==> src/rtl/fpFormatPkg.sv <==
// ==============================
// floating-point format types
// binary64 and binary32 layouts, the buffer word and exponent constants
// ==============================
`default_nettype none

package fpFormatPkg;

  // binary64 as sign, biased exponent, fraction
  typedef struct packed {
    logic        sign;
    logic [10:0] exp;
    logic [51:0] man;
  } f64_t;

  // binary32 as sign, biased exponent, fraction
  typedef struct packed {
    logic        sign;
    logic [7:0]  exp;
    logic [22:0] man;
  } f32_t;

  // two binary32 values side by side in one 64-bit word
  typedef struct packed {
    f32_t hi;
    f32_t lo;
  } f32Pair_t;

  // buffer word, one double or two singles
  typedef union packed {
    f64_t     f64;
    f32Pair_t f32;
  } fpWord_u;

  // decomposer flags
  typedef struct packed {
    logic xinf;
    logic xz;
    logic vz;
  } fpClass_t;

  localparam int BIAS64 = 1023;
  localparam int BIAS32 = 127;
  // difference of the two biases
  localparam int REBIAS = BIAS64 - BIAS32;
  // smallest and largest binary64 exponents that still land on a normal binary32
  localparam int NARROW_MIN_EXP = REBIAS + 1;
  localparam int NARROW_MAX_EXP = REBIAS + 254;

endpackage

`default_nettype wire

==> src/rtl/fpCvtRegPkg.sv <==
// ==============================
// converter register map
// command, status and AXI4-Lite channel structs
// ==============================
`default_nettype none

package fpCvtRegPkg;

  localparam int BUF_DEPTH = 8;

  typedef logic [$clog2(BUF_DEPTH)-1:0] idx_t;

  // byte addresses, entry i has lo at ADDR_BUF+8i and hi at ADDR_BUF+8i+4
  localparam logic [7:0] ADDR_CTRL   = 8'h00;
  localparam logic [7:0] ADDR_STATUS = 8'h04;
  localparam logic [7:0] ADDR_BUF    = 8'h40;

  localparam logic [1:0] RESP_OKAY   = 2'b00;
  localparam logic [1:0] RESP_SLVERR = 2'b10;

  // mode 0 narrows, mode 1 widens
  typedef struct packed {
    logic start;
    logic mode;
    idx_t lastIdx;
  } cvtCmd_t;

  typedef struct packed {
    logic busy;
    logic done;
  } cvtStatus_t;

  // master to slave
  typedef struct packed {
    logic        awvalid;
    logic [7:0]  awaddr;
    logic        wvalid;
    logic [31:0] wdata;
    logic        bready;
    logic        arvalid;
    logic [7:0]  araddr;
    logic        rready;
  } axilReq_t;

  // slave to master
  typedef struct packed {
    logic        awready;
    logic        wready;
    logic        bvalid;
    logic [1:0]  bresp;
    logic        arready;
    logic        rvalid;
    logic [31:0] rdata;
    logic [1:0]  rresp;
  } axilRsp_t;

endpackage

`default_nettype wire

==> src/rtl/fpDecomp.sv <==
// ==============================
// float field classifier
// flags inf/nan exponent, zero exponent and zero value
// ==============================
`timescale 1ns/10ps
`default_nettype none

module fpDecomp #(
  parameter int WIDTH = 64
) (
  input  wire logic [WIDTH-1:0] i,
  output fpFormatPkg::fpClass_t cls
);
  import fpFormatPkg::*;

  // field layout follows from the word width
  if (WIDTH == 64) begin : gen64
    f64_t v;

    assign v = f64_t'(i);
    // all-ones exponent is inf or nan
    assign cls.xinf = &v.exp;
    // zero exponent is zero or subnormal
    assign cls.xz = ~|v.exp;
    // sign ignored so -0 counts as zero
    assign cls.vz = ~|{v.exp, v.man};
  end else begin : gen32
    f32_t v;

    assign v = f32_t'(i);
    assign cls.xinf = &v.exp;
    assign cls.xz = ~|v.exp;
    assign cls.vz = ~|{v.exp, v.man};
  end

endmodule

`default_nettype wire

==> src/rtl/f64ToF32.sv <==
// ==============================
// binary64 to binary32 narrowing
// truncates the fraction, flushes and saturates out-of-range values
// ==============================
`timescale 1ns/10ps
`default_nettype none

module f64ToF32 (
  input  wire fpFormatPkg::f64_t a,
  output fpFormatPkg::f32_t      o
);
  import fpFormatPkg::*;

  fpClass_t cls;

  fpDecomp #(.WIDTH(64)) u_fpDecomp (
    .i  (a),
    .cls(cls)
  );

  always_comb begin
    o = '0;
    // sign passes straight through in every case
    o.sign = a.sign;
    if (cls.vz) begin
      // signed zero, already cleared
    end else if (cls.xinf) begin
      // inf keeps a zero fraction, nan keeps its top payload bits
      o.exp = '1;
      o.man = a.man[51:29];
      // quiet bit so a low-only payload never turns into inf
      if (a.man != '0)
        o.man[22] = 1'b1;
    end else if (cls.xz) begin
      // binary64 subnormals are far below binary32 range
    end else if (a.exp < 11'(NARROW_MIN_EXP)) begin
      // underflow flushes to zero
    end else if (a.exp > 11'(NARROW_MAX_EXP)) begin
      // overflow saturates to inf
      o.exp = '1;
    end else begin
      o.exp = 8'(a.exp - 11'(REBIAS));
      o.man = a.man[51:29];
    end
  end

  // nan in must leave as nan, decomposer and datapath together
  always_comb begin
    if (&a.exp && a.man != '0)
      assert final (&o.exp && o.man != '0)
        else $error("narrowed nan came out as %h", o);
  end

endmodule

`default_nettype wire

==> src/rtl/f32ToF64.sv <==
// ==============================
// binary32 to binary64 widening
// exact, subnormals are renormalized
// ==============================
`timescale 1ns/10ps
`default_nettype none

module f32ToF64 (
  input  wire fpFormatPkg::f32_t a,
  output fpFormatPkg::f64_t      o
);
  import fpFormatPkg::*;

  fpClass_t    cls;
  logic [4:0]  lz;
  logic [4:0]  k;
  logic [22:0] manSh;

  fpDecomp #(.WIDTH(32)) u_fpDecomp (
    .i  (a),
    .cls(cls)
  );

  // leading zeros of the fraction
  // ascending scan so the highest set bit wins
  always_comb begin
    lz = 5'd23;
    for (int b = 0; b < $bits(a.man); b++) begin
      if (a.man[b])
        lz = 5'(22 - b);
    end
  end

  // shift the leading one out, it becomes the hidden bit
  assign k     = lz + 5'd1;
  assign manSh = a.man << k;

  always_comb begin
    o = '0;
    o.sign = a.sign;
    if (cls.vz) begin
      // signed zero
    end else if (cls.xinf) begin
      o.exp = '1;
      o.man = {a.man, 29'd0};
      // nan stays quiet, inf keeps zero fraction
      if (a.man != '0)
        o.man[51] = 1'b1;
    end else if (cls.xz) begin
      // 0.m x 2^-126 rewritten as 1.f x 2^(-126-k)
      o.exp = 11'(NARROW_MIN_EXP) - 11'(k);
      o.man = {manSh, 29'd0};
    end else begin
      o.exp = 11'(a.exp) + 11'(REBIAS);
      o.man = {a.man, 29'd0};
    end
  end

endmodule

`default_nettype wire

==> src/rtl/fpCvtIndex.sv <==
// ==============================
// batch entry index counter
// ==============================
`timescale 1ns/10ps
`default_nettype none

module fpCvtIndex (
  input  wire                     clk,
  input  wire                     arstN,
  input  wire                     load,
  input  wire fpCvtRegPkg::idx_t  lastIdx,
  input  wire                     step,
  output fpCvtRegPkg::idx_t       idx,
  output logic                    last
);
  import fpCvtRegPkg::*;

  // end index captured at load
  idx_t endQ;

  always_ff @(posedge clk or negedge arstN) begin
    if (!arstN) begin
      idx  <= '0;
      endQ <= '0;
    end else if (load) begin
      idx  <= '0;
      endQ <= lastIdx;
    end else if (step) begin
      idx <= idx + 1'b1;
    end
  end

  assign last = idx == endQ;

  // the sequencer must stop stepping on the final entry
  aNoStepPastEnd: assert property (@(posedge clk) disable iff (!arstN)
    !(step && idx == endQ));

endmodule

`default_nettype wire

==> src/rtl/fpCvtSeq.sv <==
// ==============================
// batch conversion sequencer
// IDLE/RUN/FIN FSM with sticky done flag
// ==============================
`timescale 1ns/10ps
`default_nettype none

module fpCvtSeq (
  input  wire                         clk,
  input  wire                         arstN,
  input  wire fpCvtRegPkg::cvtCmd_t   cmd,
  input  wire                         doneClr,
  input  wire fpCvtRegPkg::idx_t      idx,
  input  wire                         last,
  output fpCvtRegPkg::cvtStatus_t     status,
  output logic                        load,
  output logic                        step,
  output logic                        cvtWe,
  output logic                        mode
);
  import fpCvtRegPkg::*;

  typedef enum logic [1:0] {
    IDLE,
    RUN,
    FIN
  } seqState_t;

  seqState_t state;
  logic      done;

  always_ff @(posedge clk or negedge arstN) begin
    if (!arstN) begin
      state <= IDLE;
      mode  <= 1'b0;
      done  <= 1'b0;
    end else begin
      case (state)
        IDLE: begin
          if (cmd.start) begin
            state <= RUN;
            // direction held for the whole batch
            mode  <= cmd.mode;
          end
        end
        // one entry per cycle until the counter flags the end
        RUN:     if (last) state <= FIN;
        FIN:     state <= IDLE;
        default: state <= IDLE;
      endcase
      // set on leaving FIN, cleared by software or by a new start
      if (state == FIN)
        done <= 1'b1;
      else if (doneClr || (state == IDLE && cmd.start))
        done <= 1'b0;
    end
  end

  // ==============================
  // outputs
  // ==============================
  assign load   = state == IDLE && cmd.start;
  assign cvtWe  = state == RUN;
  assign step   = state == RUN && !last;
  assign status = '{busy: state != IDLE, done: done};

  // first write of a batch lands on entry 0
  aRunFromZero: assert property (@(posedge clk) disable iff (!arstN)
    load |=> cvtWe && idx == '0);

  // each step moves the write-back on to the next entry
  aIdxAdvance: assert property (@(posedge clk) disable iff (!arstN)
    step |=> idx == idx_t'($past(idx) + 1'b1));

endmodule

`default_nettype wire

==> src/rtl/fpCvtBuffer.sv <==
// ==============================
// eight-entry conversion buffer
// bus port plus in-place write-back from the converters
// ==============================
`timescale 1ns/10ps
`default_nettype none

module fpCvtBuffer (
  input  wire                    clk,
  input  wire                    arstN,
  input  wire                    busWe,
  input  wire fpCvtRegPkg::idx_t busIdx,
  input  wire                    busHalf,
  input  wire [31:0]             busData,
  input  wire fpCvtRegPkg::idx_t busRdIdx,
  input  wire                    busRdHalf,
  input  wire                    cvtWe,
  input  wire fpCvtRegPkg::idx_t idx,
  input  wire                    mode,
  output logic [31:0]            busRdData
);
  import fpFormatPkg::*;
  import fpCvtRegPkg::*;

  fpWord_u mem [BUF_DEPTH];
  fpWord_u cur;
  fpWord_u cvtWord;
  f32_t    narrowed;
  f64_t    widened;

  // both views of the current entry feed the converters
  assign cur = mem[idx];

  f64ToF32 u_f64ToF32 (
    .a(cur.f64),
    .o(narrowed)
  );

  f32ToF64 u_f32ToF64 (
    .a(cur.f32.lo),
    .o(widened)
  );

  // narrowed result goes low with the high half zeroed
  always_comb begin
    if (mode) begin
      cvtWord.f64 = widened;
    end else begin
      cvtWord.f32.hi = '0;
      cvtWord.f32.lo = narrowed;
    end
  end

  always_ff @(posedge clk or negedge arstN) begin
    if (!arstN) begin
      for (int e = 0; e < BUF_DEPTH; e++)
        mem[e] <= '0;
    end else if (cvtWe) begin
      mem[idx] <= cvtWord;
    end else if (busWe) begin
      if (busHalf)
        mem[busIdx].f32.hi <= f32_t'(busData);
      else
        mem[busIdx].f32.lo <= f32_t'(busData);
    end
  end

  assign busRdData = busRdHalf ? mem[busRdIdx].f32.hi : mem[busRdIdx].f32.lo;

endmodule

`default_nettype wire

==> src/rtl/fpCvtAxil.sv <==
// ==============================
// AXI4-Lite register slave
// CTRL, STATUS and the buffer window
// ==============================
`timescale 1ns/10ps
`default_nettype none

module fpCvtAxil (
  input  wire                          clk,
  input  wire                          arstN,
  input  wire fpCvtRegPkg::axilReq_t   axilReq,
  input  wire fpCvtRegPkg::cvtStatus_t status,
  input  wire [31:0]                   busRdData,
  output fpCvtRegPkg::axilRsp_t        axilRsp,
  output fpCvtRegPkg::cvtCmd_t         cmd,
  output logic                         doneClr,
  output logic                         busWe,
  output fpCvtRegPkg::idx_t            busIdx,
  output logic                         busHalf,
  output logic [31:0]                  busData,
  output fpCvtRegPkg::idx_t            busRdIdx,
  output logic                         busRdHalf
);
  import fpCvtRegPkg::*;

  logic        wrAcc;
  logic        bvalid;
  logic [1:0]  bresp;
  logic        arAcc;
  logic        rvalid;
  logic [31:0] rdata;
  logic [1:0]  rresp;
  // last accepted mode and lastIdx, for readback
  logic [3:0]  ctrlQ;
  logic        wrCtrl;
  logic        wrStat;
  logic        wrBuf;
  logic        wrErr;
  logic        rdBuf;
  logic        rdErr;
  logic [31:0] rdMux;

  // ==============================
  // write decode
  // ==============================
  assign wrCtrl = axilReq.awaddr == ADDR_CTRL;
  assign wrStat = axilReq.awaddr == ADDR_STATUS;
  assign wrBuf  = axilReq.awaddr[7:6] == ADDR_BUF[7:6] && axilReq.awaddr[1:0] == 2'b00;
  // unmapped, or buffer/CTRL touched mid-batch
  assign wrErr  = !(wrCtrl || wrStat || wrBuf) || (status.busy && (wrCtrl || wrBuf));

  // side effects fire in the handshake cycle
  assign busWe   = wrAcc && wrBuf && !status.busy;
  assign busIdx  = idx_t'(axilReq.awaddr[5:3]);
  assign busHalf = axilReq.awaddr[2];
  assign busData = axilReq.wdata;
  assign doneClr = wrAcc && wrStat && axilReq.wdata[0];
  // wdata[3] mode, wdata[2:0] lastIdx
  assign cmd = '{start:   wrAcc && wrCtrl && !status.busy,
                 mode:    axilReq.wdata[3],
                 lastIdx: idx_t'(axilReq.wdata[2:0])};

  // ==============================
  // read decode
  // ==============================
  assign rdBuf     = axilReq.araddr[7:6] == ADDR_BUF[7:6] && axilReq.araddr[1:0] == 2'b00;
  assign busRdIdx  = idx_t'(axilReq.araddr[5:3]);
  assign busRdHalf = axilReq.araddr[2];

  always_comb begin
    rdErr = 1'b0;
    rdMux = '0;
    if (axilReq.araddr == ADDR_CTRL)
      rdMux = {28'd0, ctrlQ};
    else if (axilReq.araddr == ADDR_STATUS)
      rdMux = {30'd0, status};
    else if (rdBuf)
      rdMux = busRdData;
    else
      rdErr = 1'b1;
  end

  // ==============================
  // channel handshakes
  // ==============================
  always_ff @(posedge clk or negedge arstN) begin
    if (!arstN) begin
      wrAcc  <= 1'b0;
      bvalid <= 1'b0;
      arAcc  <= 1'b0;
      rvalid <= 1'b0;
      ctrlQ  <= '0;
    end else begin
      // aw and w taken together, response next cycle
      if (bvalid) begin
        if (axilReq.bready)
          bvalid <= 1'b0;
      end else if (wrAcc) begin
        wrAcc  <= 1'b0;
        bvalid <= 1'b1;
      end else if (axilReq.awvalid && axilReq.wvalid) begin
        wrAcc <= 1'b1;
      end
      // read side mirrors it
      if (rvalid) begin
        if (axilReq.rready)
          rvalid <= 1'b0;
      end else if (arAcc) begin
        arAcc  <= 1'b0;
        rvalid <= 1'b1;
      end else if (axilReq.arvalid) begin
        arAcc <= 1'b1;
      end
      if (cmd.start)
        ctrlQ <= {cmd.mode, cmd.lastIdx};
    end
  end

  // response payload captured at handshake
  always_ff @(posedge clk) begin
    if (wrAcc)
      bresp <= wrErr ? RESP_SLVERR : RESP_OKAY;
    if (arAcc) begin
      rdata <= rdMux;
      rresp <= rdErr ? RESP_SLVERR : RESP_OKAY;
    end
  end

  assign axilRsp = '{awready: wrAcc, wready: wrAcc, bvalid: bvalid, bresp: bresp,
                     arready: arAcc, rvalid: rvalid, rdata: rdata, rresp: rresp};

  // a pending write response is never withdrawn or changed
  aBvalidHold: assert property (@(posedge clk) disable iff (!arstN)
    axilRsp.bvalid && !axilReq.bready |=> axilRsp.bvalid && $stable(axilRsp.bresp));

endmodule

`default_nettype wire

==> src/rtl/fpCvtTop.sv <==
// ==============================
// float format converter top
// bus slave, sequencer, index counter and buffer
// ==============================
`timescale 1ns/10ps
`default_nettype none

module fpCvtTop (
  input  wire                        clk,
  input  wire                        arstN,
  input  wire fpCvtRegPkg::axilReq_t axilReq,
  output fpCvtRegPkg::axilRsp_t      axilRsp,
  output logic                       irq
);
  import fpCvtRegPkg::*;

  cvtCmd_t     cmd;
  cvtStatus_t  status;
  logic        doneClr;
  logic        busWe;
  idx_t        busIdx;
  logic        busHalf;
  logic [31:0] busData;
  idx_t        busRdIdx;
  logic        busRdHalf;
  logic [31:0] busRdData;
  logic        load;
  logic        step;
  logic        cvtWe;
  logic        mode;
  idx_t        idx;
  logic        last;

  fpCvtAxil u_fpCvtAxil (
    .clk      (clk),
    .arstN    (arstN),
    .axilReq  (axilReq),
    .status   (status),
    .busRdData(busRdData),
    .axilRsp  (axilRsp),
    .cmd      (cmd),
    .doneClr  (doneClr),
    .busWe    (busWe),
    .busIdx   (busIdx),
    .busHalf  (busHalf),
    .busData  (busData),
    .busRdIdx (busRdIdx),
    .busRdHalf(busRdHalf)
  );

  fpCvtSeq u_fpCvtSeq (
    .clk    (clk),
    .arstN  (arstN),
    .cmd    (cmd),
    .doneClr(doneClr),
    .idx    (idx),
    .last   (last),
    .status (status),
    .load   (load),
    .step   (step),
    .cvtWe  (cvtWe),
    .mode   (mode)
  );

  // end index comes straight from the command
  fpCvtIndex u_fpCvtIndex (
    .clk    (clk),
    .arstN  (arstN),
    .load   (load),
    .lastIdx(cmd.lastIdx),
    .step   (step),
    .idx    (idx),
    .last   (last)
  );

  fpCvtBuffer u_fpCvtBuffer (
    .clk      (clk),
    .arstN    (arstN),
    .busWe    (busWe),
    .busIdx   (busIdx),
    .busHalf  (busHalf),
    .busData  (busData),
    .busRdIdx (busRdIdx),
    .busRdHalf(busRdHalf),
    .cvtWe    (cvtWe),
    .idx      (idx),
    .mode     (mode),
    .busRdData(busRdData)
  );

  // interrupt level tracks the sticky done flag
  assign irq = status.done;

endmodule

`default_nettype wire

==> config.mk <==
export PLATFORM = sky130hd
export DESIGN_NAME = fpCvtTop
export DESIGN_NICKNAME = d
export VERILOG_FILES = /design/src/rtl/fpFormatPkg.sv /design/src/rtl/fpCvtRegPkg.sv /design/src/rtl/fpDecomp.sv /design/src/rtl/f64ToF32.sv /design/src/rtl/f32ToF64.sv /design/src/rtl/fpCvtIndex.sv /design/src/rtl/fpCvtSeq.sv /design/src/rtl/fpCvtBuffer.sv /design/src/rtl/fpCvtAxil.sv /design/src/rtl/fpCvtTop.sv
export SDC_FILE = /design/constraint.sdc
export NUM_CORES = 2
export LEC_CHECK = 0
export BUFFER_PORTS_ARGS = -buffer_cell sky130_fd_sc_hd__buf_2
export CAP_MARGIN = 30
export CELL_PAD_IN_SITES_DETAIL_PLACEMENT = 1
export CELL_PAD_IN_SITES_GLOBAL_PLACEMENT = 1
export CORE_MARGIN = 1.5
export CORE_UTILIZATION = 50
export DETAILED_ROUTE_END_ITERATION = 12
export PLACE_DENSITY = 0.79
export SLEW_MARGIN = 20
export SYNTH_ARGS = -nofsm -noshare
export SYNTH_HDL_FRONTEND = slang
export SYNTH_HIERARCHICAL = 1
export SYNTH_SLANG_ARGS = --single-unit
==> constraint.sdc <==
create_clock -name clk -period 6.82 [get_ports clk]
set_input_delay 0.682 -clock clk [delete_from_list [all_inputs] [get_ports clk]]
set_output_delay 0.682 -clock clk [all_outputs]
set_load 0.02 [all_outputs]
After elaboration in Yosys (flattened, before gate mapping) --
Index checks and enable logic that the tools add are counted.
Word-level totals: bits in registers 566, input bits 55, logic and storage cells 169, output and inout bits 42
Cells by class: magnitude comparators 7, equal/unequal tests 9, multiplexer cells 79, bitwise operators 4, add/subtract/negate cells 5, shift-type cells 1, reduce and logical (&&, ||, !) cells 42
Operators by type and width (number):
- $bwmux 512 | 3
- $mux 512 | 3
- $demux 64 s3 | 3
- $mux 64 | 7
- $bmux 64 s3 | 2
- $mux 63 | 3
- $mux 31 | 4
- $mux 5 | 22
- $mux 32 | 2
- $reduce_or 63->1 | 1
- $reduce_bool 52->1 | 1
- $reduce_or 31->1 | 1
- $mux 23 | 1
- $reduce_bool 23->1 | 1
- $shl 23x5->23 | 1
- $mux 1 | 18
- $eq 8x3->1 const B | 2
- $logic_not 8->1 | 2
- $logic_and 1x1->1 | 14
- $ge 4x4->1 const B | 3
- $mux 4 | 3
- $not 3->4 | 3
- $add 8x10->11 const B | 1
- $gt 11x11->1 const B | 1
- other kinds (25) | 45

Depth between registers and ports, before layout --
depth in word-level cells 35, mapped depth 29, mapped depth without buffers 20

Modules after synthesis --
The synthesis kept the hierarchy.
By module, submodules not included:
- fpCvtBuffer | instances 1, sequential area each 12812.3 um2, area an instance 34599.4 um2, cells an instance 2776
- f32ToF64 | instances 1, sequential area each 0.0 um2, area an instance 2845.2 um2, cells an instance 438
- fpCvtAxil | instances 1, sequential area each 1221.2 um2, area an instance 2107.0 um2, cells an instance 168
- f64ToF32 | instances 1, sequential area each 0.0 um2, area an instance 633.1 um2, cells an instance 101
- fpCvtIndex | instances 1, sequential area each 150.1 um2, area an instance 276.5 um2, cells an instance 21
- fpCvtSeq | instances 1, sequential area each 100.1 um2, area an instance 192.7 um2, cells an instance 17
- fpDecomp (u_fpCvtBuffer.u_f64ToF32.u_fpDecomp) | instances 1, sequential area each 0.0 um2, area an instance 172.7 um2, cells an instance 27
- fpDecomp (u_fpCvtBuffer.u_f32ToF64.u_fpDecomp) | instances 1, sequential area each 0.0 um2, area an instance 97.6 um2, cells an instance 15

Least setup slack after synthesis --
No wires, ideal clock.
path type flip-flop to flip-flop, start register u_fpCvtIndex.idx[2], end register u_fpCvtBuffer/mem[107] in the netlist's numbering, cell stages (with the launch flop) 28, slack 0.818 ns, buffers on the path 9, arrival time 5.874 ns, required time 6.692 ns, cells stage by stage dfrtp_1 buf_2 buf_6 buf_6 buf_2 nor2_4 buf_2 a22oi_1 o22ai_1 nor2_1 a221o_1 a21o_1 a21oi_4 inv_4 buf_2 ha_1 clkinv_1 clkbuf_1 clkbuf_1 a21oi_1 o22ai_1 nand2_1 mux4_2 a22o_1 and2_0 clkbuf_1 a32o_1 mux2_1
RTL lines:
- start: declaration | line fpCvtIndex.sv:13 | output fpCvtRegPkg::idx_t idx,
- start signal: assignment | line fpCvtIndex.sv:29 | idx <= idx + 1'b1;
- end signal: indexed assignment | line fpCvtBuffer.sv:59 | mem[idx] <= cvtWord;
- end: declaration | line fpCvtBuffer.sv:25 | fpWord_u mem [BUF_DEPTH];

==> flow_metrics.tcl <==
set metrics [dict create \
    drt_iter0_markers 5806 \
    yosys-top-cells-area "dfrtp_1 32%, mux2_1 14%, a32o_1 12%, mux4_2 7.5%, mux2_2 3.8%" \
    seq_area_mm2 0.01430 \
    max_freq_ghz 0.1507 \
    multiInputGateArea_mm2 0.02381 \
    rsz0062_at_grt "no" \
    wirelength_mm 184.8 \
    swShare_pct 47.69 \
    cp-end-kind "flip-flop" \
    synth_cell_type_count 108 \
    nFillCells 8130 \
    power_density_mw_per_mm2 365.7 \
    yosys.area.top_type "dfrtp_1" \
    postCtsSetupBuffers 0 \
    io_buffers 94 \
    skew_ps 49.39 \
    p_int_w 0.008418 \
    cts_sinks 564 \
    ys_ff_latch 564 \
    wl_per_cell_um 41.39 \
    placedCellCount 4340 \
    synth-seq-area-share_pct 34.90 \
    syn_area_per_cell_um2 11.49 \
    start_util_pct 50.64 \
    synth_top_area_share_pct 32.41 \
    gp_congestion 0.9779 \
    clkPwrFrac_pct 23.7 \
    worstHoldPathType "in -> async" \
    setup_violations 0 \
    grt_max_degree 177 \
    nNetsFinal 3412 \
    worst_pin_slew_ps 1168 \
    peakVddDrop_mv 0.5434 \
    tns_ps 0 \
    dieArea_mm2 0.08357 \
    arrival_ps 7190 \
    syn_area_mm2 0.04092 \
    io_pins 97 \
    cts_buffers 69 \
    drc 0 \
    cts_root_buf "clkbuf_16" \
    dpl.hpwl_mm 110.1 \
    grt_util_all_layers_pct 43.79 \
    areaGrowthSynthToFinish_pct 7.539 \
    clockBufferDepth 3 \
    maxCapViolations 0 \
    num_rows 104 \
    path_max_fanout 34 \
    drive_gt1_share_pct 23.98 \
    die_width_um 289.1 \
    slew_viol_final 0 \
    finalHoldViolations 0 \
    viasPerCell 8.318 \
    clkLatencyLatePin_ps 650 \
    firstDrtPassIters 9 \
    cts_tree "built" \
    power.leakage_nw 18.87 \
    vias 37140 \
    synth-main-ff-cell "dfrtp_1" \
    fin_cells 4465 \
    ant_nets 0 \
    clk_pin_slew_ps 60 \
    switchingPower_w 0.007674 \
    gr-total-overflow 0 \
    grt_pass1_wl_mm 269.1 \
    reg2reg_slack_ps 180 \
    ys_warn_count 6 \
    synth_edf_count 34 \
    antenna_found_initial 11 \
    worstPathRequired_ps 7370 \
    async_reset_ff_share_pct 93.97 \
    grt_pass1_vias 38700 \
    coreArea_mm2 0.08081 \
    max-slew-margin-rel_pct 22.16 \
    status "finished, final reports clean" \
    period_share_pct 97.30 \
    period_minus_slack_ps 6636 \
    crit_path_start_kind "flip-flop" \
    worstSetupPathType "reg -> reg" \
    power.share.sequential_pct 22.8 \
    reg2reg_from "u_fpCvtIndex/idx[2]$_DFFE_PN0P_" \
    syn_inst 3563 \
    h-tree-depth 3 \
    die_y_um 289.1 \
    combPwrFrac_pct 53.5 \
    startpoint "u_fpCvtIndex/idx[2]$_DFFE_PN0P_" \
]
==> worst paths after layout <==
check / to / cells after the start
max: u_fpCvtBuffer/mem[109]$_DFFE_PN0P_ / 23
min: u_fpCvtAxil/ctrlQ[3]$_DFFE_PN0P_ / 1
max reg2reg: u_fpCvtBuffer/mem[109]$_DFFE_PN0P_ / 23
min reg2reg: u_fpCvtAxil/bvalid$_DFF_PN0_ / 1
max in group asynchronous: u_fpCvtBuffer/mem[505]$_DFFE_PN0P_ / 2
min in group clk: u_fpCvtAxil/bvalid$_DFF_PN0_ / 2
==> metrics by stage <==
stage / power (W) / hold slack, ps / util (%) / setup WS [ps] / cell area, um2
final: 0.01609 / 75.33 / 54.46 / 184.2 / 44010
after global placement: 0.01167 / 479.5 / 51.42 / 379.3 / 41550
after detailed placement: 0.01180 / 494.7 / 51.58 / 393.7 / 41680
after global routing: 0.01639 / 135.7 / 54.45 / 77.68 / 44000
after floorplan: 0.008418 / 386.4 / - / 818.1 / 41030
after CTS: 0.01559 / 126.5 / 54.36 / 343.0 / 43930
==> cell families after synthesis <==
kind of cell	share of synthesized area [%]
buffers and inverters	7.747
AOI/OAI and AO/OA	22.03
DFF	34.90
muxes	28.23
and+or+nand+nor	6.818
adders and majority gates	0.09173
other	0.01835
xor gates and xnor gates	0.1682
==> placed cells by master (no fill, tap or decap), types with 45 or more instances in the layout <==
| master | n |
|---|---|
| nand2_1 | 102 |
| mux4_2 | 136 |
| buf_2 | 91 |
| nor4_1 | 45 |
| dfrtp_1 | 525 |
| clkbuf_16 | 70 |
| a32o_1 | 507 |
| a22oi_1 | 167 |
| mux2_4 | 59 |
| a21oi_1 | 58 |
| nor2_1 | 82 |
| mux2_2 | 137 |
| a221oi_1 | 54 |
| mux2_1 | 505 |
| and2_1 | 46 |
| buf_4 | 173 |
==> power groups by stage <==
stage / logic, W / clock network, W / registers [W]
6_report: 0.00861 / 0.00381 / 0.00367
5_1_grt: 0.00878 / 0.00393 / 0.00368
4_1_cts: 0.00812 / 0.00381 / 0.00366
3_5_place_dp: 0.00808 / 0 / 0.00372
3_3_place_gp: 0.00796 / 0 / 0.00371
2_1_floorplan: 0.00471 / 0 / 0.00370
==> synth_stat cells (15+ instances only) <==
cell and number:
buf_1 54, mux4_2 136, nand2b_1 32, and2_1 49
a21oi_1 58, nand2_1 102, dfrtp_1 530, a22oi_1 167
mux2_4 59, o221ai_1 30, nor3_1 20, mux2_1 505
nor4_1 45, buf_2 111, mux2_2 137, mux2i_1 32
o22ai_1 35, edfxtp_1 34, a32o_1 507, a221oi_1 54
nand3_1 18, nor2b_1 19, nor2_1 83, and2_0 21
a221o_1 15, buf_4 121, buf_6 32, inv_1 21
clkbuf_1 278
==> sequential cells by signal, summed over array words and instances, names as in the netlist <==
| signal | flops |
|---|---|
| u_fpCvtSeq/state | 2 |
| u_fpCvtSeq/mode | 1 |
| u_fpCvtAxil/rvalid | 1 |
| u_fpCvtIndex/idx | 3 |
| u_fpCvtAxil/arAcc | 1 |
| u_fpCvtAxil/rresp | 1 |
| u_fpCvtAxil/bvalid | 1 |
| u_fpCvtAxil/wrAcc | 1 |
| u_fpCvtAxil/bresp | 1 |
| u_fpCvtAxil/rdata | 32 |
| u_fpCvtIndex/endQ | 3 |
| u_fpCvtSeq/done | 1 |
| u_fpCvtAxil/ctrlQ | 4 |
| u_fpCvtBuffer/mem | 512 |
==> routing by layer <==
metal  up-vias  wire (um)  global-route usage, %
met5         -        163                 0.9659
met4        10      13980                  28.93
met3      1013      26570                  15.67
met2      3401      77650                  62.02
met1     18890      66450                  56.19
li1      13830          -                      -
==> critical path, cell delays in order (launching register included) <==
cell,delay (ps)
dfrtp_4,670
nor2_4,600
buf_4,350
a22oi_1,100
o22ai_1,460
buf_4,290
nor2_1,50
nor3_1,450
nor4_1,110
nor3_1,170
ha_1,230
buf_4,400
nor2_1,130
o211ai_1,190
nand2_1,70
a211oi_1,520
and2_1,200
a2111oi_0,80
o41ai_1,630
buf_4,220
and2_0,140
buf_4,170
a32o_1,140
mux2_1,130
==> what timing repair did <==
| item | in CTS | in global routing |
|---|---|---|
| hold buffers | 0 | 0 |
| resized for setup | 0 | 3 |
| endpoints found under the setup margin | 0 | 26 |
==> layout make-up <==
cell class	instances	area share [%]
multi-input combinational	2406	54.10
sequential	564	32.49
timing repair buffer	287	5.035
clock buffer	93	4.495
tap	1060	3.014
clock inverter	23	0.6084
inverter	26	0.2274
antenna	6	0.03412
Power figures use the tool's default switching activity.
